`config.mk`:
```
export PLATFORM = sky130hd
export DESIGN_NAME = mmio_regfile
export DESIGN_NICKNAME = d
export VERILOG_FILES = /design/src/hw/fabric_pkg.sv /design/src/hw/mmio_regfile.sv
export SDC_FILE = /design/constraint.sdc
export NUM_CORES = 1
export LEC_CHECK = 0
export BUFFER_PORTS_ARGS = -buffer_cell sky130_fd_sc_hd__buf_4
export CORE_MARGIN = 10
export CORE_UTILIZATION = 57
export CTS_CLUSTER_SIZE = 10
export DETAILED_ROUTE_END_ITERATION = 16
export GPL_TIMING_DRIVEN = 0
export PLACE_DENSITY = 0.89
export SYNTH_ARGS = -nofsm -noshare
export SYNTH_HDL_FRONTEND = slang
export SYNTH_SLANG_ARGS = --single-unit
```
`constraint.sdc`:
```
create_clock -name clk -period 5.5 [get_ports clk]
set_input_delay 1.1 -clock clk [delete_from_list [all_inputs] [get_ports clk]]
set_output_delay 1.1 -clock clk [all_outputs]
set_load 0.05 [all_outputs]
```
`src/hw/fabric_pkg.sv`:
```
package fabric_pkg;

  // --------------------------------------------------------------------------
  // Address map
  // --------------------------------------------------------------------------
  // Area prefix in address bits 31:30
  localparam logic [1:0] area_rom      = 2'd0;
  localparam logic [1:0] area_ram      = 2'd1;
  localparam logic [1:0] area_reserved = 2'd2;
  localparam logic [1:0] area_mmio     = 2'd3;

  // Register-file cores sit on core prefixes 0 and up
  localparam int n_regfiles = 4;

  // System control core prefix in address bits 29:24
  localparam logic [5:0] ctrl_prefix = 6'h3f;

  // Memory sizes in 32-bit words
  localparam int ram_words     = 256;
  localparam int ram_addr_bits = 8;
  localparam int rom_words     = 16;

  // --------------------------------------------------------------------------
  // Request and select types
  // --------------------------------------------------------------------------
  // Held request as seen by every target
  typedef struct packed {
    logic                     we;
    logic [3:0]               wstrb;
    logic [ram_addr_bits-1:0] word_addr;
    logic [31:0]              wdata;
  } bus_req_t;

  typedef enum logic [2:0] {
    sel_idle,
    sel_zero,
    sel_rom,
    sel_ram,
    sel_reg,
    sel_ctrl
  } sel_kind_t;

  // Target chosen by the decoder, index only meaningful for sel_reg
  typedef struct packed {
    sel_kind_t                       kind;
    logic [$clog2(n_regfiles)-1:0]   index;
  } target_sel_t;

endpackage

```
`src/hw/mmio_regfile.sv`:
```
`timescale 1ns/1ps

module mmio_regfile (
  input  logic                 clk,
  input  logic                 reset_n,
  input  logic                 cs,
  input  fabric_pkg::bus_req_t req,
  output logic [31:0]          read_data,
  output logic                 ready
);

  logic [31:0] regs [4];
  logic [1:0]  reg_idx;

  // Only the low two word-address bits pick a register
  assign reg_idx = req.word_addr[1:0];

  always_ff @(posedge clk) begin
    if (!reset_n) begin
      for (int i = 0; i < 4; i++) begin
        regs[i] <= '0;
      end
    end else if (cs && req.we) begin
      // Whole word, strobes not honoured here
      regs[reg_idx] <= req.wdata;
    end
  end

  assign read_data = regs[reg_idx];

  // Answers in the same cycle
  assign ready = cs;

endmodule

```
==> impl_metrics.json <==
{
  "cts_root_buffer": "clkbuf_8",
  "final_common_cell": "edfxtp_1",
  "top_register": "regs",
  "synth_nets": 410,
  "syn_inst": 362,
  "critPathLaunchType": "input port",
  "clockBufferDepth": 2,
  "cts.repair.resized": 0,
  "yosysSeqAreaShare_pct": 69.4,
  "postCtsSetupBuffers": 0,
  "fmax_mhz": 301,
  "syn2layout_area_growth_pct": 25.1,
  "leakagePower_nw": 2.70,
  "layout_common_cells": "edfxtp_1 (128), nor2_1 (96), buf_4 (66)",
  "power_density_nw_per_um2": 380,
  "critPathTopFamily": "buffers and inverters",
  "hpwl_mm": 8.60,
  "cts.sinks": 128,
  "setup_viol": 0,
  "cp.buffers_inverters": 3,
  "port_buffers": 65,
  "hold_path_class": "input port to flip-flop",
  "maxCapViolations": 0,
  "min_period_ns": 3.32,
  "routed_via_density": 6.06,
  "die_w_um": 119,
  "cp_max_fo": 10,
  "avgRoutedWirePerCell_um": 23.5,
  "ys_ff_latch": 128,
  "track_usage_pct": 20.1,
  "gp_congestion": 0.756,
  "holdPathStages": 3,
  "drtIter0Drc": 428,
  "cts_inserted_buffers": 17,
  "yosysUniqueCellTypes": 16,
  "utilization_pct": 73.9,
  "grt_pass1_vias": 3788,
  "maxSlewHeadroom_pct": 51.0,
  "die-area_um2": 14100,
  "gr-total-overflow": 0,
  "cts.htree.levels": 4,
  "cp.arrival_ns": 2.22,
  "hold_viol_final": 0,
  "grt_pass1_wl_mm": 21.8,
  "wl_mm": 13.9,
  "io_pins": 81,
  "stdcell_count": 592,
  "crit_path_end_kind": "output port",
  "syn-cell-area_um2": 5540,
  "drc_errors": 0,
  "peakVddDrop_uv": 223,
  "firstDrtPassIters": 4,
  "largest_reg_flops": 128,
  "post-route-worst-setup-slack_ns": 2.18,
  "top_regs": "regs x128",
  "critPathMaxStageDelay_ns": 0.38,
  "rsz0062_at_grt": "false",
  "dp_cells": 560,
  "synth_area_per_cell_um2": 15.3,
  "grt_max_degree": 23,
  "initial_core_util_pct": 59.1,
  "critPathSlowestCell": "mux4_2",
  "crit_chain": "buf_2, buf_2, mux4_2, buf_4",
  "num_vias": 3587,
  "yosys_warnings": 0,
  "final_max_slew_viol_count": 0,
  "core_um2": 9370,
  "tightest_slew_ns": 0.733,
  "fp.dieH_um": 119,
  "cts_hold_buf": 0,
  "fp-row-count": 35,
  "antenna_cells": 0,
  "antenna_found_initial": 0,
  "required_ns": 4.40,
  "cts_tree": "yes",
  "worstHoldStart": "req[4]",
  "drive_gt1_share_pct": 35.9,
  "nNetsFinal": 498,
  "clkTransAtPathRegs_ns": 0.06,
  "fin_crit_sh_pct": 60.3,
  "ant_nets": 0,
  "dp_slack_ns": 2.21,
  "crit_top_cell": "buf_2",
  "outcome": "finished clean",
  "whs_endpoint": "regs[3][4]$_DFFE_PP_",
  "criticalPathCategory": "input port to output port"
}
-- area by class of cell --
class	count	area, um^2
sequential	128	3840
fill	521	2440
multi-input combinational	169	1380
timing repair buffer	69	583
clock buffer	17	414
buffer	33	236
clock inverter	15	185
tap	129	161
inverter	32	120
-- tightest hold or removal path, stage by stage --
cell and delay, ns:
buf_4 0.08, nand4_1 0.15, inv_1 0.08
-- worst max-delay path by stage --
| stage | start | to | slack [ns] | cells after the start |
|---|---|---|---|---|
| 2_1_floorplan | req[33] | regs[0][0]$_SDFFCE_PN0P_ | 1.12 | 4 |
| 3_3_place_gp | req[33] | regs[3][15]$_DFFE_PP_ | -0.55 | 4 |
| 3_5_place_dp | req[33] | read_data[5] | 2.21 | 4 |
| 4_1_cts | req[33] | read_data[5] | 2.19 | 4 |
| 5_1_grt | req[33] | read_data[5] | 2.16 | 4 |
| 6_report | req[33] | read_data[5] | 2.18 | 4 |
-- report_power, final --
part | leakage (nW) | switching [W] | internal (W)
combinational | 1.18 | 0.000221 | 0.000121
sequential | 1.24 | 0.0000193 | 0.00114
clock | 0.277 | 0.000435 | 0.000694
total | 2.70 | 0.000675 | 0.00196
-- kinds of logic after synthesis --
group	synth area share, %
AO/OA/AOI/OAI	0.361
AND/OR/NAND/NOR	10.6
multiplexers	13.2
buffers and inverters	6.44
flip-flops	69.4
-- synthesized netlist by cell type --
library cell,count,area [um^2]
nor2_1,96,360
mux4_1,3,78.8
edfxtp_1,128,3840
o21ai_0,4,20.0
buf_4,1,7.51
inv_1,32,120
clkbuf_1,1,3.75
buf_6,4,45.0
nand2_1,2,7.51
buf_12,3,60.1
or2_1,1,6.26
buf_2,22,110
mux4_2,29,653
clkbuf_2,2,10.0
nand2b_1,2,12.5
nand4_1,32,200
-- per-layer routing --
layer	vias up	wire length (um)	global-route usage [%]
li1	1520	-	-
met1	1774	4950	24.2
met2	263	7260	33.1
met3	30	1410	6.00
met4	0	312	8.47
met5	-	0	0
-- through the flow --
step	cell area (um^2)	total power [W]	TNS (ns)	hold slack [ns]
after global routing	6930	0.00270	0	1.01
after floorplan	5540	0.00140	0	1.41
after detailed placement	6330	0.00152	0	1.52
after CTS	6930	0.00263	0	0.979
final	6930	0.00263	0	0.986
after global placement	6190	0.00150	-59.32	1.51
(Power assumes the default switching activity.)
