## src/hw/fabric_pkg.sv

```systemverilog
package fabric_pkg;

  // --------------------------------------------------------------------------
  // Address map
  // --------------------------------------------------------------------------
  // Area prefix in address bits 31:30
  localparam logic [1:0] area_rom      = 2'd0;
  localparam logic [1:0] area_ram      = 2'd1;
  localparam logic [1:0] area_reserved = 2'd2;
  localparam logic [1:0] area_mmio     = 2'd3;

  // Register-file cores sit on core prefixes 0 and up
  localparam int n_regfiles = 4;

  // System control core prefix in address bits 29:24
  localparam logic [5:0] ctrl_prefix = 6'h3f;

  // Memory sizes in 32-bit words
  localparam int ram_words     = 256;
  localparam int ram_addr_bits = 8;
  localparam int rom_words     = 16;

  // --------------------------------------------------------------------------
  // Request and select types
  // --------------------------------------------------------------------------
  // Held request as seen by every target
  typedef struct packed {
    logic                     we;
    logic [3:0]               wstrb;
    logic [ram_addr_bits-1:0] word_addr;
    logic [31:0]              wdata;
  } bus_req_t;

  typedef enum logic [2:0] {
    sel_idle,
    sel_zero,
    sel_rom,
    sel_ram,
    sel_reg,
    sel_ctrl
  } sel_kind_t;

  // Target chosen by the decoder, index only meaningful for sel_reg
  typedef struct packed {
    sel_kind_t                       kind;
    logic [$clog2(n_regfiles)-1:0]   index;
  } target_sel_t;

endpackage

```

## src/hw/bus_decode.sv

```systemverilog
`timescale 1ns/1ps

module bus_decode (
  input  logic                              mem_valid,
  input  logic [31:0]                       mem_addr,
  input  logic [31:0]                       mem_wdata,
  input  logic [3:0]                        mem_wstrb,
  input  logic                              mem_ready,
  input  logic                              app_mode,
  output fabric_pkg::bus_req_t              req,
  output logic                              rom_cs,
  output logic                              ram_cs,
  output logic [fabric_pkg::n_regfiles-1:0] reg_cs,
  output logic                              ctrl_cs,
  output fabric_pkg::target_sel_t           sel
);

  logic [1:0] area_prefix;
  logic [5:0] core_prefix;
  logic       accept;

  assign area_prefix = mem_addr[31:30];
  assign core_prefix = mem_addr[29:24];

  // New request only until the registered ready comes back
  assign accept = mem_valid && !mem_ready;

  assign req.we        = |mem_wstrb;
  assign req.wstrb     = mem_wstrb;
  assign req.word_addr = mem_addr[fabric_pkg::ram_addr_bits+1:2];
  assign req.wdata     = mem_wdata;

  always_comb begin
    rom_cs    = 1'b0;
    ram_cs    = 1'b0;
    reg_cs    = '0;
    ctrl_cs   = 1'b0;
    sel.kind  = fabric_pkg::sel_idle;
    sel.index = core_prefix[$clog2(fabric_pkg::n_regfiles)-1:0];

    if (accept) begin
      case (area_prefix)
        fabric_pkg::area_rom: begin
          // ROM hidden once the application runs
          if (app_mode) begin
            sel.kind = fabric_pkg::sel_zero;
          end else begin
            rom_cs   = 1'b1;
            sel.kind = fabric_pkg::sel_rom;
          end
        end
        fabric_pkg::area_ram: begin
          ram_cs   = 1'b1;
          sel.kind = fabric_pkg::sel_ram;
        end
        fabric_pkg::area_mmio: begin
          if (core_prefix < 6'(fabric_pkg::n_regfiles)) begin
            reg_cs[sel.index] = 1'b1;
            sel.kind          = fabric_pkg::sel_reg;
          end else if (core_prefix == fabric_pkg::ctrl_prefix) begin
            ctrl_cs  = 1'b1;
            sel.kind = fabric_pkg::sel_ctrl;
          end else begin
            sel.kind = fabric_pkg::sel_zero;
          end
        end
        // Reserved area
        default: sel.kind = fabric_pkg::sel_zero;
      endcase
    end
  end

endmodule

```

## config.mk

```make
export PLATFORM = sky130hd
export DESIGN_NAME = bus_decode
export DESIGN_NICKNAME = d
export VERILOG_FILES = /design/src/hw/fabric_pkg.sv /design/src/hw/bus_decode.sv
export SDC_FILE = /design/constraint.sdc
export NUM_CORES = 1
export LEC_CHECK = 0
export BUFFER_PORTS_ARGS = -buffer_cell sky130_fd_sc_hd__buf_2
export CORE_MARGIN = 2
export CORE_UTILIZATION = 24
export DETAILED_ROUTE_END_ITERATION = 8
export PLACE_DENSITY = 0.88
export SLEW_MARGIN = 20
export SYNTH_ARGS = -nofsm -noshare
export SYNTH_HDL_FRONTEND = slang
export SYNTH_SLANG_ARGS = --single-unit
```

## constraint.sdc

```tcl
create_clock -name vclk -period 2.22
set_input_delay 0.222 -clock vclk [all_inputs]
set_output_delay 0.222 -clock vclk [all_outputs]
set_load 0.01 [all_outputs]
```

==> results of run 1 <==
metrics by stage:
stage	instances	setup WS, ps	hold WS, ps	util
2_1_floorplan	68	1030	477	-
3_3_place_gp	81	803	444	0.183
3_5_place_dp	81	797	444	0.183
4_1_cts	81	796	444	0.183
5_1_grt	81	704	444	0.183
6_report	81	810	444	0.183
logic make-up after synthesis:
group / Yosys count / share of synthesized area
AND/OR/NAND/NOR: 21 / 0.311
buffers and inverters: 46 / 0.672
AO/OA/AOI/OAI: 1 / 0.0170
placed cells by master, fill, tap and decap left out, drive strengths merged:
master,synthesis,final
nor3,3,3
nor3b,4,4
or3,1,1
nand2b,1,1
nor2,2,2
a21oi,1,1
and2,1,1
or4,1,1
and2b,1,1
nand2,2,2
nor4,1,1
nor2b,1,1
nand3,1,1
nand4,2,2
buf,46,32
final cells by class:
| class | instances | area share |
|---|---|---|
| Multi-Input combinational cell | 22 | 0.466 |
| Timing Repair Buffer | 32 | 0.441 |
| Tap cell | 27 | 0.0931 |
how the worst min path moves through the flow:
stage                  start  slack, ps         to
6_report       mem_wdata[14]        440    req[14]
5_1_grt        mem_wdata[18]        440    req[18]
4_1_cts        mem_wdata[10]        440    req[10]
3_5_place_dp   mem_wdata[10]        440    req[10]
3_3_place_gp   mem_wdata[10]        440    req[10]
2_1_floorplan   mem_addr[25]        480  reg_cs[1]
metal layers:
| layer | part of all wire | vias to the layer above |
|---|---|---|
| li1 | - | 148 |
| met1 | 0.27 | 146 |
| met2 | 0.52 | 39 |
| met3 | 0.18 | 6 |
| met4 | 0.026 | 0 |
| met5 | 0 | - |
power breakdown:
part	switching [W]	total (W)	internal, W
Combinational	0.0000237	0.0000447	0.0000209
Clock	0	0	0
Sequential	0	0	0
Total	0.0000237	0.0000447	0.0000209
==> metrics.md, run 1 <==
| Metric | Value |
|---|---|
| Seq_cells | `0` |
| Count of unique library cells instantiated by Yosys | `17` |
| Setup TNS | `0 ps` |
| Levels on crit path | `5` |
| Cell Rows | `16` |
| DIE HEIGHT | `50.3 µm` |
| Total die area | `2530 µm²` |
| Pleak | `0.188 nW` |
| Setup crit start | `mem_addr[29]` |
| CP Buf/Inv Count | `2` |
| Gates resized, CTS repair | `0` |
| GRT busiest layer | `met2` |
| Slew headroom | `0.835` |
| Post-layout min period | `1410 ps` |
| First-pass GRT wire length | `1130 µm` |
| Fin crit share | `0.635` |
| Hold Buf Count CTS | `0` |
| Delay-heaviest family, CP | `simple AND/OR/NAND/NOR gates` |
| Post-DRT Antenna Nets | `0` |
| RSZ-0062 raised after global routing | `false` |
| Filler instances | `237` |
| Total power | `0.0000447 W` |
| IO Pins | `approximately 130` |
| Area of the multi-input gates | `169 µm²` |
| Area leader, netlist | `buf_4` |
| Final setup fails | `0` |
| Critical Path, Cell by Cell | `buf_2 > nor4_4 > nand4_2 > nor3b_2 > buf_2` |
| DRC | `0` |
| CLK BUF | `0` |
| Synth top area share | `0.672` |
| Nets | `127` |
| Vias in the first global route | `281` |
| VDD IR max | `29.4 µV` |
| Final Hold Viols | `0` |
| Grt ovf | `0` |
| FF/Latch Area | `0 µm²` |
| PwrDens | `123 nW/µm²` |
| Startpoint types | `input pin` |
| All-layer global routing usage | `0.0527` |
| Crit-path slowest cell | `nor4_4` |
| Die X | `50.3 µm` |
| Setup Fix Bufs, Post-CTS | `0` |
| Final instance area | `363 µm²` |
| Hold depth | `0` |
| Ys Warns | `0` |
| Hold Path Class | `input pin to output pin` |
| Crit Path Max Fanout | `4` |
| Largest net degree at the start of global routing | `7` |
| Crit path required time | `2000 ps` |
| Area growth syn-to-layout | `-29.4%` |
| Max-slew violation count | `0` |
| Critical path class | `input pin to output pin` |
| DRT iter0 DRCs | `0` |
| Setup crit end kind | `output pin` |
| Avg Cell Area, Syn | `7.56 µm²` |
| Post-placement cell area | `363 µm²` |
| Max-Cap Viols | `0` |
| Synthesized area | `514 µm²` |
| Port bufs | `32` |
| Syn nets | `between 100 and 150` |
| Gpl congestion | `just over 0.6` |
| Worst path max stage delay | `300 ps` |
| Most common cell in the netlist | `buf_4` |
| Met2 Use GR | `0.118` |
| Antenna diode instance count | `0` |
| Via count | `339` |
| Max Freq | `709 MHz` |
| Register area share after synthesis | `0` |
| Worst-Margin Slew | `245 ps` |
| Post-synth top cells | `46 x buf_4, 3 x nor3_1` |
| Core Box Area | `1980 µm²` |
| Vias per inst | `4.19` |
| Final HPWL DP | `roughly 710 µm` |
| Initial Util | `0.259` |
| Ranking of synthesized cells by area | `buf_4 67%, nor3b_2 4.9%, nor4_4 4.1%` |
| Run status | `completed` |
| GRT met3 Usage | `0.00893` |
| Initial antenna violation count | `0` |
| CP Data Arrival Time | `1190 ps` |
| Synthesized instance count | `68` |
| Routed WL per cell | `9.98 µm` |
| GR Util met1 | `0.0412` |
| DRT Pass-1 Iters | `1` |
| Final WL | `between 800 and 900 µm` |
| Layout cells sized above 1 | `0.704` |
| Cell mode on critical path | `buf_2` |
| Crit path capture | `reg_cs[2]` |
Note: power is estimated with default switching activity, not from simulation.
==> run 2: changes to the inputs <==
CORE_UTILIZATION = 23   (was 24)
PLACE_DENSITY = 0.85   (was 0.88)
clock period = 1.3 ns   (was 2.22 ns; I/O delays follow)
==> run 2 against run 1 <==
  * Critical path depth is the same
  * Global-route usage shrank 0.34 points
  * Die area is 4.0% higher
  * Largest cell class unchanged
==> metrics.md, run 2 (synthesis gave the netlist of run 1 again) <==
| Metric | Value |
|---|---|
| Fin crit share | `0.935` |
| DRC | `0` |
| Largest net degree at the start of global routing | `7` |
| Setup TNS | `0 ps` |
| Core Box Area | `2170 µm²` |
| Worst-Margin Slew | `238 ps` |
| RSZ-0062 raised after global routing | `false` |
| Vias per inst | `4.24` |
| Final WL | `785 µm` |
| Area of the multi-input gates | `169 µm²` |
| Setup crit end kind | `output pin` |
| Final HPWL DP | `between 700 and 800 µm` |
| Final instance area | `364 µm²` |
| VDD IR max | `around 65 µV` |
| Run status | `completed` |
| Pleak | `0.188 nW` |
| Cell Rows | `17` |
| Routed WL per cell | `9.57 µm` |
| Most frequent cells in the layout | `32 x buf_2, 3 x nor3_1` |
| Grt ovf | `0` |
| Setup Fix Bufs, Post-CTS | `0` |
| Initial Util | `0.237` |
| PwrDens | `207 nW/µm²` |
| Crit Path Max Fanout | `4` |
| DIE HEIGHT | `a little over 50 µm` |
| Critical path class | `input pin to output pin` |
| Startpoint types | `input pin` |
| Crit path required time | `1170 ps` |
| Via count | `348` |
| Power Internal | `0.0000357 W` |
| CP Data Arrival Time | `1090 ps` |
| Post-Layout Cell Count | `82` |
| Port bufs | `32` |
| Layout cells sized above 1 | `0.704` |
| Seq pwr share | `0` |
| DRT Pass-1 Iters | `4` |
| IO Pins | `between 100 and 150` |
| Hold Path Class | `input pin to output pin` |
| Total die area | `roughly 2600 µm²` |
| Seq_cells | `0` |
| Slew headroom | `0.840` |
| Switching pwr | `0.0000395 W` |
| DRT iter0 DRCs | `5` |
| Commonest non-fill, non-tap cell in the layout | `buf_2` |
| Max Freq | `around 820 MHz` |
| FF/Latch Area | `0 µm²` |
| Hold Buf Count CTS | `0` |
| Max-Cap Viols | `0` |
| Hold Path Sink | `req[17]` |
| All-layer global routing usage | `0.0493` |
| Gpl congestion | `0.685` |
| Final Hold Viols | `0` |
| Antenna diode instance count | `0` |
| Final Util | `0.168` |
| Logic pwr share | `1.000` |
| Placed cell count | `82` |
| Post-placement cell area | `364 µm²` |
| Max-slew violation count | `0` |
| Gates resized, CTS repair | `0` |
| Setup WS post-layout | `85.0 ps` |
| Pre-CTS WS | `60.6 ps` |
| Post-layout min period | `1220 ps` |
| Clock power share | `0` |
| Final setup fails | `0` |
| Hold depth | `0` |
| Hold path start | `mem_wdata[17]` |
| Area growth syn-to-layout | `-29.2%` |
| CLK BUF | `0` |
| Setup crit start | `mem_addr[29]` |
| Nets | `127` |
| Post-DRT Antenna Nets | `0` |
| Vias in the first global route | `about 280` |
| Filler instances | `between 200 and 300` |
| Initial antenna violation count | `0` |
| Die X | `about 51 µm` |
| Sw Ratio | `0.525` |
| First-pass GRT wire length | `~1100 µm` |
## run 2: cell counts in the layout (fill, tap and decap cells not counted)
Identical to the previous run, type by type.
## run 2: metal layers
metal / vias up / GRT usage / share of wire
met2: 33 / 0.0844 / 0.44
met5: - / 0 / 0
li1: 149 / - / -
met4: 0 / 0.0570 / 0.074
met1: 150 / 0.0421 / 0.30
met3: 16 / 0.0146 / 0.19
## run 2: area by class of cell
| cell class | count | share of cell area |
|---|---|---|
| Tap cell | 28 | 0.0962 |
| Multi-Input combinational cell | 22 | 0.464 |
| Timing Repair Buffer | 32 | 0.440 |
## run 2: power by group through the flow
stage,Clock [W],Combinational [W],Sequential (W)
floorplan,0,0.000165,0
global placement,0,0.0000752,0
detailed placement,0,0.0000765,0
CTS,0,0.0000767,0
global route,0,0.0000842,0
finish,0,0.0000752,0
## run 2: worst max-delay path, cell delays in order
cell,delay [ps]
buf_2,120
nor4_4,300
nand4_2,200
nor3b_2,200
buf_2,140
## run 2: worst max-delay path by stage
| stage | endpoint | slack (ps) | cells past startpoint |
|---|---|---|---|
| finish | reg_cs[2] | 80 | 5 |
| global route | reg_cs[1] | 20 | 5 |
| CTS | reg_cs[2] | 60 | 5 |
| detailed placement | reg_cs[2] | 60 | 5 |
| global placement | reg_cs[2] | 80 | 5 |
| floorplan | reg_cs[0] | 290 | 3 |
## run 2: per-stage QoR
stage | hold slack, ps | power (W)
6_report | 260 | 0.0000752
5_1_grt | 260 | 0.0000842
4_1_cts | 260 | 0.0000767
3_5_place_dp | 260 | 0.0000765
3_3_place_gp | 260 | 0.0000752
2_1_floorplan | 293 | 0.000165
