[config.mk]
export PLATFORM = sky130hd
export DESIGN_NAME = resp_mux
export DESIGN_NICKNAME = d
export VERILOG_FILES = /design/src/hw/fabric_pkg.sv /design/src/hw/resp_mux.sv
export SDC_FILE = /design/constraint.sdc
export NUM_CORES = 1
export LEC_CHECK = 0
export BUFFER_PORTS_ARGS = -buffer_cell sky130_fd_sc_hd__buf_2
export CORE_AREA = 3 3 104 106
export CTS_BUF_LIST = sky130_fd_sc_hd__clkbuf_4
export DETAILED_ROUTE_END_ITERATION = 8
export DIE_AREA = 0 0 107 109
export GPL_TIMING_DRIVEN = 0
export PLACE_DENSITY = 0.61
export SLEW_MARGIN = 20
export SYNTH_ARGS = -nofsm -noshare
export SYNTH_HDL_FRONTEND = slang
export SYNTH_SLANG_ARGS = --single-unit
[constraint.sdc]
create_clock -name clk -period 1.5 [get_ports clk]
set_input_delay 0.15 -clock clk [delete_from_list [all_inputs] [get_ports clk]]
set_output_delay 0.15 -clock clk [all_outputs]
set_load 0.01 [all_outputs]
[src/hw/fabric_pkg.sv]
package fabric_pkg;

  // --------------------------------------------------------------------------
  // Address map
  // --------------------------------------------------------------------------
  // Area prefix in address bits 31:30
  localparam logic [1:0] area_rom      = 2'd0;
  localparam logic [1:0] area_ram      = 2'd1;
  localparam logic [1:0] area_reserved = 2'd2;
  localparam logic [1:0] area_mmio     = 2'd3;

  // Register-file cores sit on core prefixes 0 and up
  localparam int n_regfiles = 4;

  // System control core prefix in address bits 29:24
  localparam logic [5:0] ctrl_prefix = 6'h3f;

  // Memory sizes in 32-bit words
  localparam int ram_words     = 256;
  localparam int ram_addr_bits = 8;
  localparam int rom_words     = 16;

  // --------------------------------------------------------------------------
  // Request and select types
  // --------------------------------------------------------------------------
  // Held request as seen by every target
  typedef struct packed {
    logic                     we;
    logic [3:0]               wstrb;
    logic [ram_addr_bits-1:0] word_addr;
    logic [31:0]              wdata;
  } bus_req_t;

  typedef enum logic [2:0] {
    sel_idle,
    sel_zero,
    sel_rom,
    sel_ram,
    sel_reg,
    sel_ctrl
  } sel_kind_t;

  // Target chosen by the decoder, index only meaningful for sel_reg
  typedef struct packed {
    sel_kind_t                       kind;
    logic [$clog2(n_regfiles)-1:0]   index;
  } target_sel_t;

endpackage

[src/hw/resp_mux.sv]
`timescale 1ns/1ps

module resp_mux (
  input  logic                                    clk,
  input  logic                                    reset_n,
  input  fabric_pkg::target_sel_t                 sel,
  input  logic [31:0]                             rom_rdata,
  input  logic                                    rom_ready,
  input  logic [31:0]                             ram_rdata,
  input  logic                                    ram_ready,
  input  logic [fabric_pkg::n_regfiles-1:0][31:0] reg_rdata,
  input  logic [fabric_pkg::n_regfiles-1:0]       reg_ready,
  input  logic [31:0]                             ctrl_rdata,
  input  logic                                    ctrl_ready,
  output logic [31:0]                             mem_rdata,
  output logic                                    mem_ready
);

  logic [31:0] rdata_next;
  logic        ready_next;

  always_comb begin
    rdata_next = '0;
    ready_next = 1'b0;
    case (sel.kind)
      fabric_pkg::sel_zero: ready_next = 1'b1;
      fabric_pkg::sel_rom: begin
        rdata_next = rom_rdata;
        ready_next = rom_ready;
      end
      fabric_pkg::sel_ram: begin
        rdata_next = ram_rdata;
        ready_next = ram_ready;
      end
      fabric_pkg::sel_reg: begin
        rdata_next = reg_rdata[sel.index];
        ready_next = reg_ready[sel.index];
      end
      fabric_pkg::sel_ctrl: begin
        rdata_next = ctrl_rdata;
        ready_next = ctrl_ready;
      end
      // Idle keeps zero data and no ready
      default: ;
    endcase
  end

  always_ff @(posedge clk) begin
    if (!reset_n) begin
      mem_rdata <= '0;
      mem_ready <= 1'b0;
    end else begin
      mem_rdata <= rdata_next;
      mem_ready <= ready_next;
    end
  end

endmodule

==> flow_metrics.env, run 1 <==
export IMPL_run_status="finished, final reports clean"
export IMPL_area_sequential_um2=661
export IMPL_path_clk_slew_ns=0.11
export IMPL_start_kind="primary input"
export IMPL_postPlaceCellArea_um2=4100
export IMPL_synth_fp_nets=504
export IMPL_worstSetupEndpointType="flip-flop"
export IMPL_cts_h_tree_depth=2
export IMPL_netlist_area_um2=2590
export IMPL_initialDrtViolationCount=132
export IMPL_placeable_core_area_um2=9860
export IMPL_count_of_flip_flops_with_a_built_in_enable_after_synthesis=0
export IMPL_routabilityCongestion=0.767
export IMPL_grt_antenna_before_repair=0
export IMPL_min_delay_path_class="primary input to flip-flop"
export IMPL_synth_most_common_cell="sky130_fd_sc_hd__o22ai_1"
export IMPL_portion_of_the_post_synthesis_area_used_by_sequential_elements_pct=25.5
export IMPL_numClockSinks=33
export IMPL_holdPathStages=3
export IMPL_post_synth_most_frequent_cells="sky130_fd_sc_hd__o22ai_1 (34), sky130_fd_sc_hd__a21oi_1 (33), sky130_fd_sc_hd__dfxtp_1 (33), sky130_fd_sc_hd__nor2_1 (33), sky130_fd_sc_hd__mux2i_1 (32)"
export IMPL_floorplan_die_width_um=107
export IMPL_cts_repair_resize_count=0
export IMPL_min_from="reset_n"
export IMPL_routed_via_count=3180
export IMPL_detail_route_antenna_nets=0
export IMPL_route_detailed_wl_per_inst_um=16.7
export IMPL_floorplan_die_height_um=109
export IMPL_yosysWarnings=0
export IMPL_gr_usage_all_layers_pct=18.2
export IMPL_final_net_count=778
export IMPL_multi_input_combinational_cell_area_um2=1620
export IMPL_finalSetupViolCount=0
export IMPL_initial_util_pct=26.3
export IMPL_post_synth_cell_area_avg_um2=9.76
export IMPL_max_freq_mhz=982
export IMPL_number_of_hold_buffers_added_after_cts=0
export IMPL_wire_length_of_the_first_global_routing_pass_um=16300
export IMPL_worstMarginPinSlew_ns=0.511
export IMPL_antenna_cells=0
export IMPL_synth_cells=266
export IMPL_report_final_hold_viol_count=0
export IMPL_timing_hold_worst_endpoint="mem_ready$_SDFF_PN0_"
export IMPL_filler_cell_count=993
export IMPL_unrepaired_setup_endpoints_after_global_routing="no"
export IMPL_synth_top_cell_by_area="sky130_fd_sc_hd__mux4_2"
export IMPL_die_area_um2=11700
export IMPL_grt_max_degree=11
export IMPL_drive_gt1_share_pct=59.9
export IMPL_row_count=36
export IMPL_cts_tree="done"
export IMPL_gr_total_overflow=0
export IMPL_static_leakage_power_nw=2.15
export IMPL_cp_data_arrival_time_ns=1.22
export IMPL_worstSetupPathType="primary input to flip-flop"
export IMPL_fin_crit_sh_pct=67.9
export IMPL_finalMaxSlewViolations=0
export IMPL_cell_chosen_for_the_clock_root="sky130_fd_sc_hd__clkbuf_4"
export IMPL_post_dp_hpwl_um=9660
export IMPL_drt_wl_total_um=11200
export IMPL_area_delta_synth_final_pct=60.9
export IMPL_detailedRoute_firstPassIterationCount=4
export IMPL_netlist_top_cells_area="sky130_fd_sc_hd__mux4_2 (26%), sky130_fd_sc_hd__dfxtp_1 (25%), sky130_fd_sc_hd__mux2i_1 (12%), sky130_fd_sc_hd__o22ai_1 (8.2%), sky130_fd_sc_hd__a21oi_1 (6.4%)"
export IMPL_vias_per_cell=4.72
export IMPL_timing_startpoint_of_the_critical_path="sel[3]"
export IMPL_cellPowerDensity_nw_per_um2=608
export IMPL_period_needed_ns=1.02
export IMPL_slew_headroom_pct=65.9
export IMPL_area_share_of_the_largest_cell_type_after_synthesis_pct=26.0
export IMPL_synth_ff_type="sky130_fd_sc_hd__dfxtp_1"
export IMPL_vdd_ir_drop_worst_uv=356
export IMPL_ctsLongestPathBuffers=2
export IMPL_max_cap_violations=0
export IMPL_fin_tns_setup_ns=0
export IMPL_worst_endpoint_required_ns=1.70
export IMPL_ios=271
export IMPL_postSynth_asyncResetShare_pct=0
export IMPL_io_buffer_count=267
export IMPL_synth_seq_cells=33
export IMPL_number_of_global_route_vias_before_repair=3251
export IMPL_postCtsSetupRepairBufs=0
export IMPL_hold_ws_ns=0.0673
export IMPL_synth_cell_type_count=22
export IMPL_remaining_drc_errors=0
export IMPL_finish_instance_area_um2=4180
export IMPL_tritoncts_num_buffers=5
export IMPL_max_fanout_on_critical_path=10
[routing by layer]
layer  global-route usage (%)  wire length [um]  share of wire (%)  up-vias
met5                        0                 0                  0        -
met4                     4.57               153                1.4        0
met3                     4.03               939                8.3       11
met2                     34.5              6040                 54      175
met1                     20.7              4110                 37     1468
li1                         -                 -                  -     1526
[cells in the final DEF (no fill, tap or decap), types with 2 or more instances in the layout]
master and count:
sky130_fd_sc_hd__buf_12 3, sky130_fd_sc_hd__buf_4 4, sky130_fd_sc_hd__nand2_1 2, sky130_fd_sc_hd__o22ai_1 34, sky130_fd_sc_hd__mux2i_1 32, sky130_fd_sc_hd__nor2_1 33
sky130_fd_sc_hd__mux4_2 30, sky130_fd_sc_hd__clkbuf_4 6, sky130_fd_sc_hd__clkbuf_1 6, sky130_fd_sc_hd__a21oi_1 33, sky130_fd_sc_hd__buf_2 277, sky130_fd_sc_hd__clkinv_1 31
sky130_fd_sc_hd__inv_1 5, sky130_fd_sc_hd__mux4_1 3, sky130_fd_sc_hd__dfxtp_1 33
[critical path, stage by stage]
cell and delay (ns):
sky130_fd_sc_hd__buf_2 0.14, sky130_fd_sc_hd__xor2_1 0.16, sky130_fd_sc_hd__nand2_1 0.18, sky130_fd_sc_hd__clkbuf_1 0.43
sky130_fd_sc_hd__o22ai_1 0.15
[cell type report]
class / instances / area share [%]
Multi-Input combinational cell: 173 / 38.9
Timing Repair Buffer: 267 / 32.0
Sequential cell: 33 / 15.8
Buffer: 25 / 4.28
Tap cell: 133 / 3.98
Inverter: 35 / 3.15
Clock buffer: 6 / 1.08
Clock inverter: 2 / 0.809
[where the power goes]
group / switching, mW / internal (mW) / total [mW]
sequential: 0.00959 / 0.920 / 0.929
clock: 0.328 / 0.365 / 0.693
combinational: 0.396 / 0.523 / 0.919
[metrics by stage]
step                      std cells  total power [mW]  utilization, %  setup WS [ns]
after detailed placement        666              1.88            41.5         0.0754
after CTS                       674              2.58            42.3          0.459
after global routing            674              2.69            42.3          0.357
after global placement          666              1.86            41.5         0.0771
after floorplan                 266              1.43               -          0.355
final                           674              2.54            42.3          0.482
[registers in the layout (all words and copies together), names as in the netlist]
register	cells
mem_rdata	32
mem_ready	1
[worst max-delay path by stage]
stage | depth (start not counted) | end | slack, ns
finish | 5 | mem_rdata[28]$_SDFF_PN0_ | 0.48
global route | 5 | mem_rdata[10]$_SDFF_PN0_ | 0.36
CTS | 5 | mem_rdata[14]$_SDFF_PN0_ | 0.46
detailed placement | 5 | mem_rdata[14]$_SDFF_PN0_ | 0.08
global placement | 5 | mem_rdata[10]$_SDFF_PN0_ | 0.08
floorplan | 5 | mem_rdata[0]$_SDFF_PN0_ | 0.35
[kinds of logic after synthesis]
logic type,after synthesis,share of synthesized area [%]
compound gates,67,14.6
xor+xnor,1,0.338
buf+inv,60,12.0
flops,33,25.5
mux,65,41.4
simple gates,40,6.27
(Power assumes the default switching activity.)
==> run 2, diff against run 1 <==
clock period = 1.1 ns   (was 1.5 ns; I/O delays follow)
==> flow_metrics.env, run 2 (same netlist as run 1, synthesis figures left out) <==
export IMPL_top_usage_layer="met2"
export IMPL_grt_max_degree=11
export IMPL_run_status="finished, final reports clean"
export IMPL_report_final_hold_viol_count=0
export IMPL_grt_antenna_before_repair=1
export IMPL_tritoncts_num_buffers=5
export IMPL_groute_layer_met2_usage_pct=33.0
export IMPL_floorplan_die_width_um=107
export IMPL_cts_tree="done"
export IMPL_path_clk_slew_ns=0.10
export IMPL_comb_power_share_pct=39.3
export IMPL_ctsLongestPathBuffers=2
export IMPL_initial_util_pct=26.3
export IMPL_fin_crit_sh_pct=93.4
export IMPL_largest_register_ff_count=32
export IMPL_top_regs="mem_rdata: 32 flops, mem_ready: 1 flops"
export IMPL_post_dp_hpwl_um=9380
export IMPL_largest_register_by_flop_count="mem_rdata"
export IMPL_finish_instance_area_um2=4150
export IMPL_cell_chosen_for_the_clock_root="sky130_fd_sc_hd__clkbuf_4"
export IMPL_antenna_cells=0
export IMPL_use_met3_pct=4.56
export IMPL_max_freq_mhz=973
export IMPL_routed_via_count=3154
export IMPL_worstSetupEndpointType="flip-flop"
export IMPL_count_of_placed_standard_cells_including_taps=666
export IMPL_filler_cell_count=1017
export IMPL_cell_internal_pwr_mw=2.20
export IMPL_final_net_count=778
export IMPL_ios=271
export IMPL_detail_route_antenna_nets=0
export IMPL_finalSetupViolCount=0
export IMPL_routabilityCongestion=0.753
export IMPL_initialDrtViolationCount=138
export IMPL_unrepaired_setup_endpoints_after_global_routing="no"
export IMPL_power_clock_fraction_pct=21.0
export IMPL_worst_endpoint_required_ns=1.29
export IMPL_vias_per_cell=4.68
export IMPL_postCtsSetupRepairBufs=0
export IMPL_static_leakage_power_nw=2.14
export IMPL_vdd_ir_drop_worst_uv=352
export IMPL_share_seq_of_total_power_pct=39.7
export IMPL_remaining_drc_errors=0
export IMPL_worstMarginPinSlew_ns=0.556
export IMPL_worstSetupPathType="primary input to flip-flop"
export IMPL_mostFrequentLayoutCells="sky130_fd_sc_hd__buf_2 (277), sky130_fd_sc_hd__o22ai_1 (34), sky130_fd_sc_hd__nor2_1 (33), sky130_fd_sc_hd__a21oi_1 (33), sky130_fd_sc_hd__dfxtp_1 (33)"
export IMPL_period_needed_ns=1.03
export IMPL_drive_gt1_share_pct=59.9
export IMPL_io_buffer_count=267
export IMPL_area_sequential_um2=661
export IMPL_die_area_um2=11700
export IMPL_globalRouteMet1Util_pct=21.0
export IMPL_row_count=36
export IMPL_placeable_core_area_um2=9860
export IMPL_instances_no_fill=674
export IMPL_min_delay_path_class="primary input to flip-flop"
export IMPL_wire_length_of_the_first_global_routing_pass_um=15900
export IMPL_area_delta_synth_final_pct=60.0
export IMPL_number_of_global_route_vias_before_repair=3090
export IMPL_slew_headroom_pct=62.9
export IMPL_sw_frac_of_total_pct=31.0
export IMPL_multi_input_combinational_cell_area_um2=1620
export IMPL_floorplan_die_height_um=109
export IMPL_cellPowerDensity_nw_per_um2=768
export IMPL_commonest_non_fill_non_tap_cell_in_the_layout="sky130_fd_sc_hd__buf_2"
export IMPL_detailedRoute_firstPassIterationCount=4
export IMPL_finalMaxSlewViolations=0
export IMPL_max_fanout_on_critical_path=10
export IMPL_power_mw=3.19
export IMPL_route_detailed_wl_per_inst_um=16.6
export IMPL_numClockSinks=33
export IMPL_cts_h_tree_depth=2
export IMPL_start_kind="primary input"
export IMPL_postPlaceCellArea_um2=4100
export IMPL_drt_wl_total_um=11200
export IMPL_cp_data_arrival_time_ns=1.22
export IMPL_gr_usage_all_layers_pct=17.9
export IMPL_gr_total_overflow=0
export IMPL_switchingPower_mw=0.987
export IMPL_max_cap_violations=0
==> run 2: cell count changes in the layout (fill, tap and decap cells not counted), sizes merged <==
| cell | delta |
|---|---|
| clkinv | +2 |
| bufinv | -1 |
| clkbuf | -1 |
==> run 2: area by class of cell <==
cell class,instances,share of cell area [%]
multi-input cells,173,39.1
repair buffers,267,32.2
flip-flops and latches,33,15.9
plain buffers,25,4.43
well taps,133,4.01
inverters,35,3.16
clock buffers,5,0.904
clock inverters,3,0.301
==> run 2: path summary, 6_finish.rpt <==
check	startpoint	end	slack, ns	cells past startpoint
max	sel[3]	mem_rdata[29]$_SDFF_PN0_	0.07	5
min	reset_n	mem_ready$_SDFF_PN0_	0.03	3
==> run 2: critical path: stages <==
cell	delay, ns
sky130_fd_sc_hd__buf_2	0.14
sky130_fd_sc_hd__xor2_1	0.16
sky130_fd_sc_hd__nand2_1	0.20
sky130_fd_sc_hd__clkbuf_1	0.46
sky130_fd_sc_hd__o22ai_1	0.15
==> run 2: per-layer routing <==
layer	part of all wire, %	routed length, um
met3	9.4	1050
met1	38	4220
met4	0.87	97
met2	52	5810
met5	0.12	13
==> run 2: power by group through the flow <==
stage | Clock (mW) | Combinational (mW) | Sequential (mW)
floorplan | 0 | 0.621 | 1.33
global placement | 0 | 1.24 | 1.29
detailed placement | 0 | 1.26 | 1.29
CTS | 0.725 | 1.27 | 1.27
global route | 0.760 | 1.38 | 1.27
finish | 0.669 | 1.25 | 1.27
==> run 2: timing repair <==
item                                   in CTS  in global routing
setup endpoints to repair                   0                  9
hold buffers                                0                  0
gates resized for setup                     0                  2
endpoints found under the hold margin       0                  0
==> run 2: per-stage QoR <==
stage | setup TNS, ns | hold slack, ns | setup slack (ns) | util [%]
2_1_floorplan | 0 | 0.243 | 0.00948 | -
3_3_place_gp | -8.93 | 0.375 | -0.347 | 41.6
3_5_place_dp | -8.97 | 0.381 | -0.313 | 41.6
4_1_cts | 0 | 0.00323 | 0.0398 | 42.1
5_1_grt | 0 | 0.0135 | 0.00269 | 42.1
6_report | 0 | 0.0299 | 0.0727 | 42.1
