--- src/hw/fabric_pkg.sv ---
package fabric_pkg;

  // --------------------------------------------------------------------------
  // Address map
  // --------------------------------------------------------------------------
  // Area prefix in address bits 31:30
  localparam logic [1:0] area_rom      = 2'd0;
  localparam logic [1:0] area_ram      = 2'd1;
  localparam logic [1:0] area_reserved = 2'd2;
  localparam logic [1:0] area_mmio     = 2'd3;

  // Register-file cores sit on core prefixes 0 and up
  localparam int n_regfiles = 4;

  // System control core prefix in address bits 29:24
  localparam logic [5:0] ctrl_prefix = 6'h3f;

  // Memory sizes in 32-bit words
  localparam int ram_words     = 256;
  localparam int ram_addr_bits = 8;
  localparam int rom_words     = 16;

  // --------------------------------------------------------------------------
  // Request and select types
  // --------------------------------------------------------------------------
  // Held request as seen by every target
  typedef struct packed {
    logic                     we;
    logic [3:0]               wstrb;
    logic [ram_addr_bits-1:0] word_addr;
    logic [31:0]              wdata;
  } bus_req_t;

  typedef enum logic [2:0] {
    sel_idle,
    sel_zero,
    sel_rom,
    sel_ram,
    sel_reg,
    sel_ctrl
  } sel_kind_t;

  // Target chosen by the decoder, index only meaningful for sel_reg
  typedef struct packed {
    sel_kind_t                       kind;
    logic [$clog2(n_regfiles)-1:0]   index;
  } target_sel_t;

endpackage

--- src/hw/sys_ctrl.sv ---
`timescale 1ns/1ps

module sys_ctrl (
  input  logic                                 clk,
  input  logic                                 reset_n,
  input  logic                                 cs,
  input  fabric_pkg::bus_req_t                 req,
  output logic [31:0]                          read_data,
  output logic                                 ready,
  output logic [fabric_pkg::ram_addr_bits-1:0] ram_aslr,
  output logic [31:0]                          ram_scramble,
  output logic                                 app_mode
);

  logic write_en;

  assign write_en = cs && req.we;

  // --------------------------------------------------------------------------
  // Key and mode registers
  // --------------------------------------------------------------------------
  always_ff @(posedge clk) begin
    if (!reset_n) begin
      ram_aslr     <= '0;
      ram_scramble <= '0;
      app_mode     <= 1'b0;
    end else if (write_en) begin
      case (req.word_addr)
        8'd0: begin
          if (!app_mode) begin
            ram_aslr <= req.wdata[fabric_pkg::ram_addr_bits-1:0];
          end
        end
        8'd1: begin
          if (!app_mode) begin
            ram_scramble <= req.wdata;
          end
        end
        // Sticky until reset, any data value sets it
        8'd2: app_mode <= 1'b1;
        default: ;
      endcase
    end
  end

  always_comb begin
    case (req.word_addr)
      8'd0:    read_data = 32'(ram_aslr);
      8'd1:    read_data = ram_scramble;
      8'd2:    read_data = {31'd0, app_mode};
      default: read_data = '0;
    endcase
  end

  assign ready = cs;

endmodule

--- config.mk ---
export PLATFORM = sky130hd
export DESIGN_NAME = sys_ctrl
export DESIGN_NICKNAME = d
export VERILOG_FILES = /design/src/hw/fabric_pkg.sv /design/src/hw/sys_ctrl.sv
export SDC_FILE = /design/constraint.sdc
export NUM_CORES = 1
export LEC_CHECK = 0
export ABC_AREA = 1
export BUFFER_PORTS_ARGS = -buffer_cell sky130_fd_sc_hd__buf_4
export CAP_MARGIN = 20
export CORE_MARGIN = 1.5
export CORE_UTILIZATION = 44
export CTS_CLUSTER_DIAMETER = 60
export DETAILED_ROUTE_END_ITERATION = 12
export GPL_TIMING_DRIVEN = 0
export PLACE_DENSITY = 0.82
export SLEW_MARGIN = 20
export SYNTH_ARGS = -nofsm -noshare
export SYNTH_HDL_FRONTEND = slang
export SYNTH_SLANG_ARGS = --single-unit
--- constraint.sdc ---
create_clock -name clk -period 1.2 [get_ports clk]
set_input_delay 0.12 -clock clk [delete_from_list [all_inputs] [get_ports clk]]
set_output_delay 0.12 -clock clk [all_outputs]
set_load 0.05 [all_outputs]
==> run_results.csv, run 1 <==
group,metric,value,unit
outcome,status,"complete, but fails checks",
outcome,violations,"setup timing",
clock_tree,postCtsHoldBufs,0,
finish,nNetsFinal,533,
setup_path,critPathLaunch,"req[35]",
clock_tree,cts.sinks,41,
timing,whs,0.1200,ns
setup_path,worst-r2r-cell-count,4,
clock_tree,cts_tree,"yes",
logic_synthesis,synth-adder-area-share,0,%
finish,final_cell_mix,"buf_4 (92), inv_1 (58), nand2_1 (50)",
clock_tree,clockBufferDepth,2,
setup_path,reg2reg_from,"app_mode",
min_path,hp-class,"in -> reg",
pwr,switching_share,23.37,%
setup_path,cp-end-kind,"output port",
run,drv_cap,0,
die,start_util,46.11,%
logic_synthesis,muxShareOfSynthArea,0,%
die,io_pins,122,
pwr,powerDensity,723.0,nW/µm²
logic_synthesis,ys_seq_area_share,37.44,%
setup_path,crit_arrival,1.13,ns
pwr,p_comb_share,11.7,%
finish,multi_input_area,1279,µm²
finish,seqCellArea,822.0,µm²
setup_path,rrSetupSlack,0.07,ns
detailed_routing,wl_per_cell,12.75,µm
pwr,p_leak,1.912,nW
logic_synthesis,synth-simple-area-share,35.16,%
timing,setup_viol,31,
logic_synthesis,ys_types,17,
die,rows,25,
detailed_routing,drtIter0Drc,137,
finish,final_util,83.47,%
logic_synthesis,synth_xor_area_share,0,%
setup_path,worstSetupPathType,"in -> out",
timing,relSlewSlack,68.06,%
pwr,clkPwrFrac,40.8,%
global_routing,antenna_found_initial,0,
logic_synthesis,post_synth_inst_count,350,
pwr,peakVddDrop,0.0004754,V
pwr,p_int,2.199,mW
finish,n_antenna_cell,0,
global_routing,grt_pass1_wl,10780,µm
clock_tree,cts_root_buf,"clkbuf_8",
logic_synthesis,syn_nets,398,
setup_path,cp-start-kind,"primary input",
pwr,pwr-share-seq,47.5,%
timing,rsz0062_at_grt,"true",
detailed_routing,wl,7049,µm
clock_tree,h-tree-depth,2,
timing,setup-tns-final,-1.119,ns
setup_path,critPathSlowestCell,"buf_6",
clock_tree,cts_buffers,5,
global_routing,grt_max_degree,14,
logic_synthesis,synth-compound-area-share,9.475,%
setup_path,cp.required,1.08,ns
setup_path,crit_chain,"buf_6 -> nor2_4 -> nand2_4 -> nor2_8 -> buf_6 -> inv_8 -> buf_16 -> nor2_4 -> buf_6",
global_routing,grt_overflow,0,
timing,hold_viol_final,0,
finish,drive_gt1_share,43.00,%
finish,fillers,323,
finish,layout_commonest_cell,"buf_4",
setup_path,critPathMostFrequentCell,"buf_6",
logic_synthesis,ys_warn_count,0,
detailed_routing,dr.pass1.iters,5,
clock_tree,cts.clk_slew.worst_paths,0.08,ns
detailed_routing,vias_per_cell,4.740,
global_routing,track_usage,25.76,%
placed_design,dp_hpwl,4592,µm
timing,fin_crit_sh,104.3,%
placed_design,gp_congestion,0.8310,
pwr,p_sw,670.6,µW
logic_synthesis,syn_area_per_cell,6.263,µm²
setup_path,endpoint,"read_data[26]",
placed_design,io_buffers,117,
setup_path,reg2reg_to,"ram_scramble[24]",
detailed_routing,ant_nets,0,
die,core,4755,µm²
setup_path,max_stage_delay,0.16,ns
die,die_w,73.59,µm
die,dieArea,5415,µm²
global_routing,grt_pass1_vias,2398,
timing,min_period,1.251,ns
detailed_routing,dr_total_vias,2621,
timing,setup_ws,-0.05115,ns
timing,max_clock_freq,799.3,MHz
detailed_routing,drc,0,
timing,skew,0.004435,ns
die,die_h,73.59,µm
setup_path,critical_path_peak_fanout,5,
timing,slew_viol_final,0,
finish,syn2layout_area_growth,81.05,%
placed_design,dpl_worst_slack,-0.2465,ns
timing,worst_pin_slew,0.4791,ns
logic_synthesis,netlist_area,2192,µm²
logic_synthesis,synth_top_family_by_area,"simple AND/OR/NAND/NOR gates",
logic_synthesis,ys_ff_latch,41,
pwr,p_total,2.869,mW
clock_tree,clock_latency,0.29,ns
[state kept, by name (all words and copies together), names as in the netlist]
register      count
app_mode          1
ram_scramble     32
ram_aslr          8
[synthesized netlist by cell type]
cell type / number / share of area (%)
nor2_8: 1 / 0.91
nand3_1: 42 / 9.6
nor2_2: 1 / 0.29
a21oi_1: 40 / 9.1
nand2_2: 1 / 0.29
inv_2: 1 / 0.17
buf_1: 4 / 0.68
a21boi_0: 1 / 0.34
buf_6: 6 / 3.1
nor2b_1: 1 / 0.29
nor2_1: 70 / 12
nand2_1: 67 / 11
buf_2: 8 / 1.8
inv_1: 59 / 10
nand3b_1: 1 / 0.34
dfxtp_1: 41 / 37
buf_4: 6 / 2.1
[routing by layer]
layer	global-route usage (%)	part of all wire [%]
met5	0	0
met3	6.310	7.5
met1	29.84	39
met2	46.85	52
met4	6.996	0.85
[stage by stage]
| stage | instance area, µm² | instances |
|---|---|---|
| 6_report | 3969 | 553 |
| 5_1_grt | 3969 | 553 |
| 4_1_cts | 3904 | 553 |
| 3_5_place_dp | 3374 | 534 |
| 3_3_place_gp | 3374 | 534 |
| 2_1_floorplan | 2412 | 350 |
[logic make-up after synthesis]
family / after synthesis
buf+inv: 84
simple gates: 184
flops: 41
compound gates: 41
[worst max-delay path, delay by kind of cell]
kind / cells / cell delay, ns
AND/OR/NAND/NOR: 4 / 0.43
buffers and inverters: 5 / 0.57
[how the worst min path moves through the flow]
stage / cells past startpoint / end / slack (ns) / start
floorplan: 1 / app_mode / 0.27 / reset_n
global placement: 2 / app_mode / 0.42 / reset_n
detailed placement: 2 / app_mode / 0.43 / reset_n
CTS: 2 / app_mode / 0.12 / reset_n
global route: 2 / app_mode / 0.12 / reset_n
finish: 2 / app_mode / 0.12 / reset_n
[cell type report]
type	count	share of cell area, %
inverters	60	5.927
multi-input cells	225	32.22
clock buffers	6	2.081
flip-flops and latches	41	20.71
well taps	67	2.112
plain buffers	24	5.233
repair buffers	128	30.77
clock inverters	2	0.9458
[power by group through the flow]
stage	Sequential, mW	Combinational (mW)	Clock [mW]
after global placement	1.39	0.290	0
after floorplan	1.40	0.141	0
after detailed placement	1.39	0.294	0
final	1.36	0.336	1.17
after CTS	1.36	0.328	1.17
after global routing	1.36	0.364	1.24
[what timing repair did]
item / 4_1_cts / 5_1_grt
buffers inserted: 8 / 0
gates resized for setup: 73 / 19
cloned: 3 / 0
pin swaps: 13 / 10
setup endpoints to repair: 72 / 39
Note: power is estimated with default switching activity, not from simulation.
==> inputs of run 2 (changes only) <==
--- a/constraint.sdc
+++ b/constraint.sdc
@@ -3,2 +3,2 @@
 set_output_delay 0.12 -clock clk [all_outputs]
-set_load 0.05 [all_outputs]
+set_load 0.1 [all_outputs]
==> run 2 against run 1 <==
The flow now stops in global routing (5_1_grt). Area after synthesis is the same. Synthesized cell count is the same.
==> run_results.csv, run 2 <==
group,metric,value,unit
outcome,status,"did not finish",
outcome,lastStage,"global routing (5_1_grt)",
outcome,error,"[ERROR DPL-0033] detailed placement checks failed during check placement.",
die,rows,25,
placed_design,place_inst,534,
placed_design,io_buffers,117,
logic_synthesis,synth_top_family_by_area,"simple AND/OR/NAND/NOR gates",
placed_design,dp_hpwl,4892,µm
clock_tree,cts_root_buf,"clkbuf_8",
logic_synthesis,async_flop_share,0,%
global_routing,antenna_found_initial,0,
clock_tree,h-tree-depth,2,
logic_synthesis,netlist_area,2192,µm²
timing,crit_endpoint,"read_data[0]",
logic_synthesis,synth-simple-area-share,35.16,%
logic_synthesis,synth_edf_count,0,
timing,worstEpCategory,"top-level output",
die,io_pins,122,
logic_synthesis,synth-compound-area-share,9.475,%
logic_synthesis,syn_area_per_cell,6.263,µm²
logic_synthesis,synth_top_area_share,37.44,%
logic_synthesis,ys_seq_area_share,37.44,%
logic_synthesis,synth-adder-area-share,0,%
clock_tree,clockBufferDepth,2,
logic_synthesis,synth_most_common_cell,"nor2_1",
logic_synthesis,syn_nets,398,
die,die_w,73.59,µm
logic_synthesis,ys_types,17,
logic_synthesis,muxShareOfSynthArea,0,%
logic_synthesis,ys.flop_type,"dfxtp_1",
clock_tree,cts_buffers,5,
logic_synthesis,synth_commonest_cells,"nor2_1 (70), nand2_1 (67), inv_1 (59)",
global_routing,grt_max_degree,13,
logic_synthesis,synthTopCellsByArea,"dfxtp_1 (37%), nor2_1 (12%), nand2_1 (11%), inv_1 (10%), nand3_1 (9.6%)",
clock_tree,cts.sinks,41,
logic_synthesis,ys_ff_latch,41,
die,die_h,73.59,µm
logic_synthesis,post_synth_inst_count,350,
placed_design,place_area,3611,µm²
logic_synthesis,ys_warn_count,0,
logic_synthesis,yosysTopAreaCell,"dfxtp_1",
logic_synthesis,synth_xor_area_share,0,%
die,start_util,46.11,%
placed_design,gp_congestion,0.8445,
clock_tree,postCtsHoldBufs,0,
[run 2: cell counts after synthesis]
No cell type changed its count.
[run 2: metrics by stage]
step	setup WS, ns	util, %
after floorplan	-0.1892	-
after global placement	-0.3394	75.95
after detailed placement	-0.3584	75.95
after CTS	-0.07230	90.03
[run 2: kinds of logic after synthesis]
family | Yosys count
AOI/OAI and AO/OA | 41
buffers and inverters | 84
and+or+nand+nor | 184
DFF | 41
[run 2: timing repair]
action                     4_1_cts
setup buffers                    6
resized for setup              126
hold endpoints to repair         0
cloned                           2
setup endpoints to repair       64
pin swaps                       22
==> inputs of run 3 (changes only) <==
CORE_UTILIZATION = 30   (was 44)
CTS_CLUSTER_DIAMETER = not set   (was 60)
PLACE_DENSITY = not set   (was 0.82)
PLACE_DENSITY_LB_ADDON = 0.15   (was not set)
==> run 3 against run 2 <==
The flow now finishes, with violations (setup timing).
==> run_results.csv, run 3 (synthesis results as in run 1) <==
group,metric,value,unit
detailed_routing,ant_nets,0,
detailed_routing,wl,7085,µm
placed_design,io_buffers,117,
finish,final_cell_mix,"buf_4 (94), nand2_1 (59), inv_1 (55)",
timing,setup_ws,-0.06137,ns
clock_tree,clockBufferDepth,2,
detailed_routing,wl_per_cell,12.26,µm
timing,setup_viol,30,
die,core,6944,µm²
timing,whs,0.1231,ns
timing,hold_viol_final,0,
detailed_routing,dr.pass1.iters,4,
clock_tree,cts_buffers,5,
finish,top_regs,"ram_scramble x32, ram_aslr x8, app_mode x1",
timing,skew,0.01048,ns
clock_tree,cts_tree,"yes",
die,rows,30,
finish,drive_gt1_share,49.17,%
finish,syn2layout_area_growth,96.40,%
global_routing,antenna_found_initial,0,
clock_tree,clock_latency,0.29,ns
global_routing,grt_pass1_vias,2421,
global_routing,grt_overflow,0,
finish,top_register,"ram_scramble",
setup_path,crit_arrival,1.14,ns
die,io_pins,122,
min_path,hp-class,"in -> reg",
die,die_h,88.48,µm
timing,setup-tns-final,-0.7444,ns
finish,nNetsFinal,530,
placed_design,dpl_worst_slack,-0.3714,ns
setup_path,crit_chain,"buf_6 -> nor2_4 -> nand2_4 -> nor2_8 -> inv_8 -> clkbuf_16 -> nor2_4 -> buf_12",
timing,min_period,1.261,ns
placed_design,gp_congestion,0.7747,
global_routing,grt_max_degree,12,
clock_tree,cts.sinks,41,
finish,layout_commonest_cell,"buf_4",
pwr,powerDensity,570.9,nW/µm²
global_routing,grt_pass1_wl,11520,µm
clock_tree,cts_root_buf,"clkbuf_8",
outcome,status,"complete, but fails checks",
setup_path,cp-start-kind,"primary input",
pwr,p_leak,1.891,nW
outcome,violations,"setup timing",
finish,largest_register_ffs,32,
timing,worst_pin_slew,0.4535,ns
setup_path,max_stage_delay,0.18,ns
detailed_routing,dr_total_vias,2549,
timing,relSlewSlack,69.77,%
timing,rsz0062_at_grt,"true",
setup_path,cp-end-kind,"output port",
placed_design,dp_hpwl,4939,µm
clock_tree,h-tree-depth,2,
detailed_routing,drtIter0Drc,69,
die,die_w,88.48,µm
finish,fillers,606,
die,start_util,31.57,%
global_routing,track_usage,18.85,%
pwr,peakVddDrop,0.0004711,V
detailed_routing,drc,0,
clock_tree,cts.clk_slew.worst_paths,0.08,ns
setup_path,critPathMostFrequentCell,"nor2_4",
die,dieArea,7829,µm²
finish,n_antenna_cell,0,
run,drv_cap,0,
setup_path,worstSetupPathType,"in -> out",
detailed_routing,vias_per_cell,4.410,
timing,fin_crit_sh,105.1,%
timing,slew_viol_final,0,
setup_path,critical_path_peak_fanout,5,
setup_path,critPathSlowestCell,"buf_12",
setup_path,cp.required,1.08,ns
timing,max_clock_freq,792.8,MHz
run 3: cell type report:
cell class                      instances  area (µm²)  share of cell area (%)
Multi-Input combinational cell        225        1279                   29.70
Clock inverter                          1       3.754                 0.08718
Tap cell                               96       120.1                   2.790
Clock buffer                            6       72.57                   1.686
Sequential cell                        41       974.7                   22.64
Timing Repair Buffer                  125        1403                   32.58
Inverter                               60       240.2                   5.580
Buffer                                 24       212.7                   4.940
run 3: metrics by stage:
step,std cells,instance area (µm²),total power [mW],util [%]
2_1_floorplan,350,2649,1.469,-
3_3_place_gp,563,3647,1.623,52.52
3_5_place_dp,563,3647,1.625,52.52
4_1_cts,576,4250,2.497,61.21
5_1_grt,578,4305,2.594,62.00
6_report,578,4305,2.458,62.00
run 3: final timing paths:
path	start	end	slack, ns	depth (start not counted)
setup / recovery	req[34]	read_data[27]	-0.06	8
setup reg to reg	app_mode	ram_aslr[5]	0.12	5
hold reg to reg	ram_aslr[1]	ram_aslr[1]	0.50	2
hold / removal	reset_n	app_mode	0.12	2
run 3: where the power goes:
group | internal (mW) | switching, mW
clock | 0.392 | 0.446
sequential | 1.27 | 0.00143
combinational | 0.164 | 0.185
total | 1.83 | 0.632
run 3: timing repair:
action / 4_1_cts / 5_1_grt
resized for setup: 112 / 11
cloned: 1 / 1
endpoints found under the setup margin: 72 / 55
hold buffers: 0 / 0
setup buffers: 5 / 1
pin swaps: 19 / 13
run 3: critical path, delay by kind of cell:
kind	cells	cell delay (ns)
and+or+nand+nor	4	0.48
buffers and inverters	4	0.51
run 3: layer usage:
metal | share of wire (%) | up-vias | GRT usage, %
met3 | 6.6 | 5 | 5.317
met1 | 44 | 1127 | 23.13
met2 | 49 | 84 | 33.24
met5 | 0 | - | 0
met4 | 0.78 | 0 | 3.409
li1 | - | 1333 | -
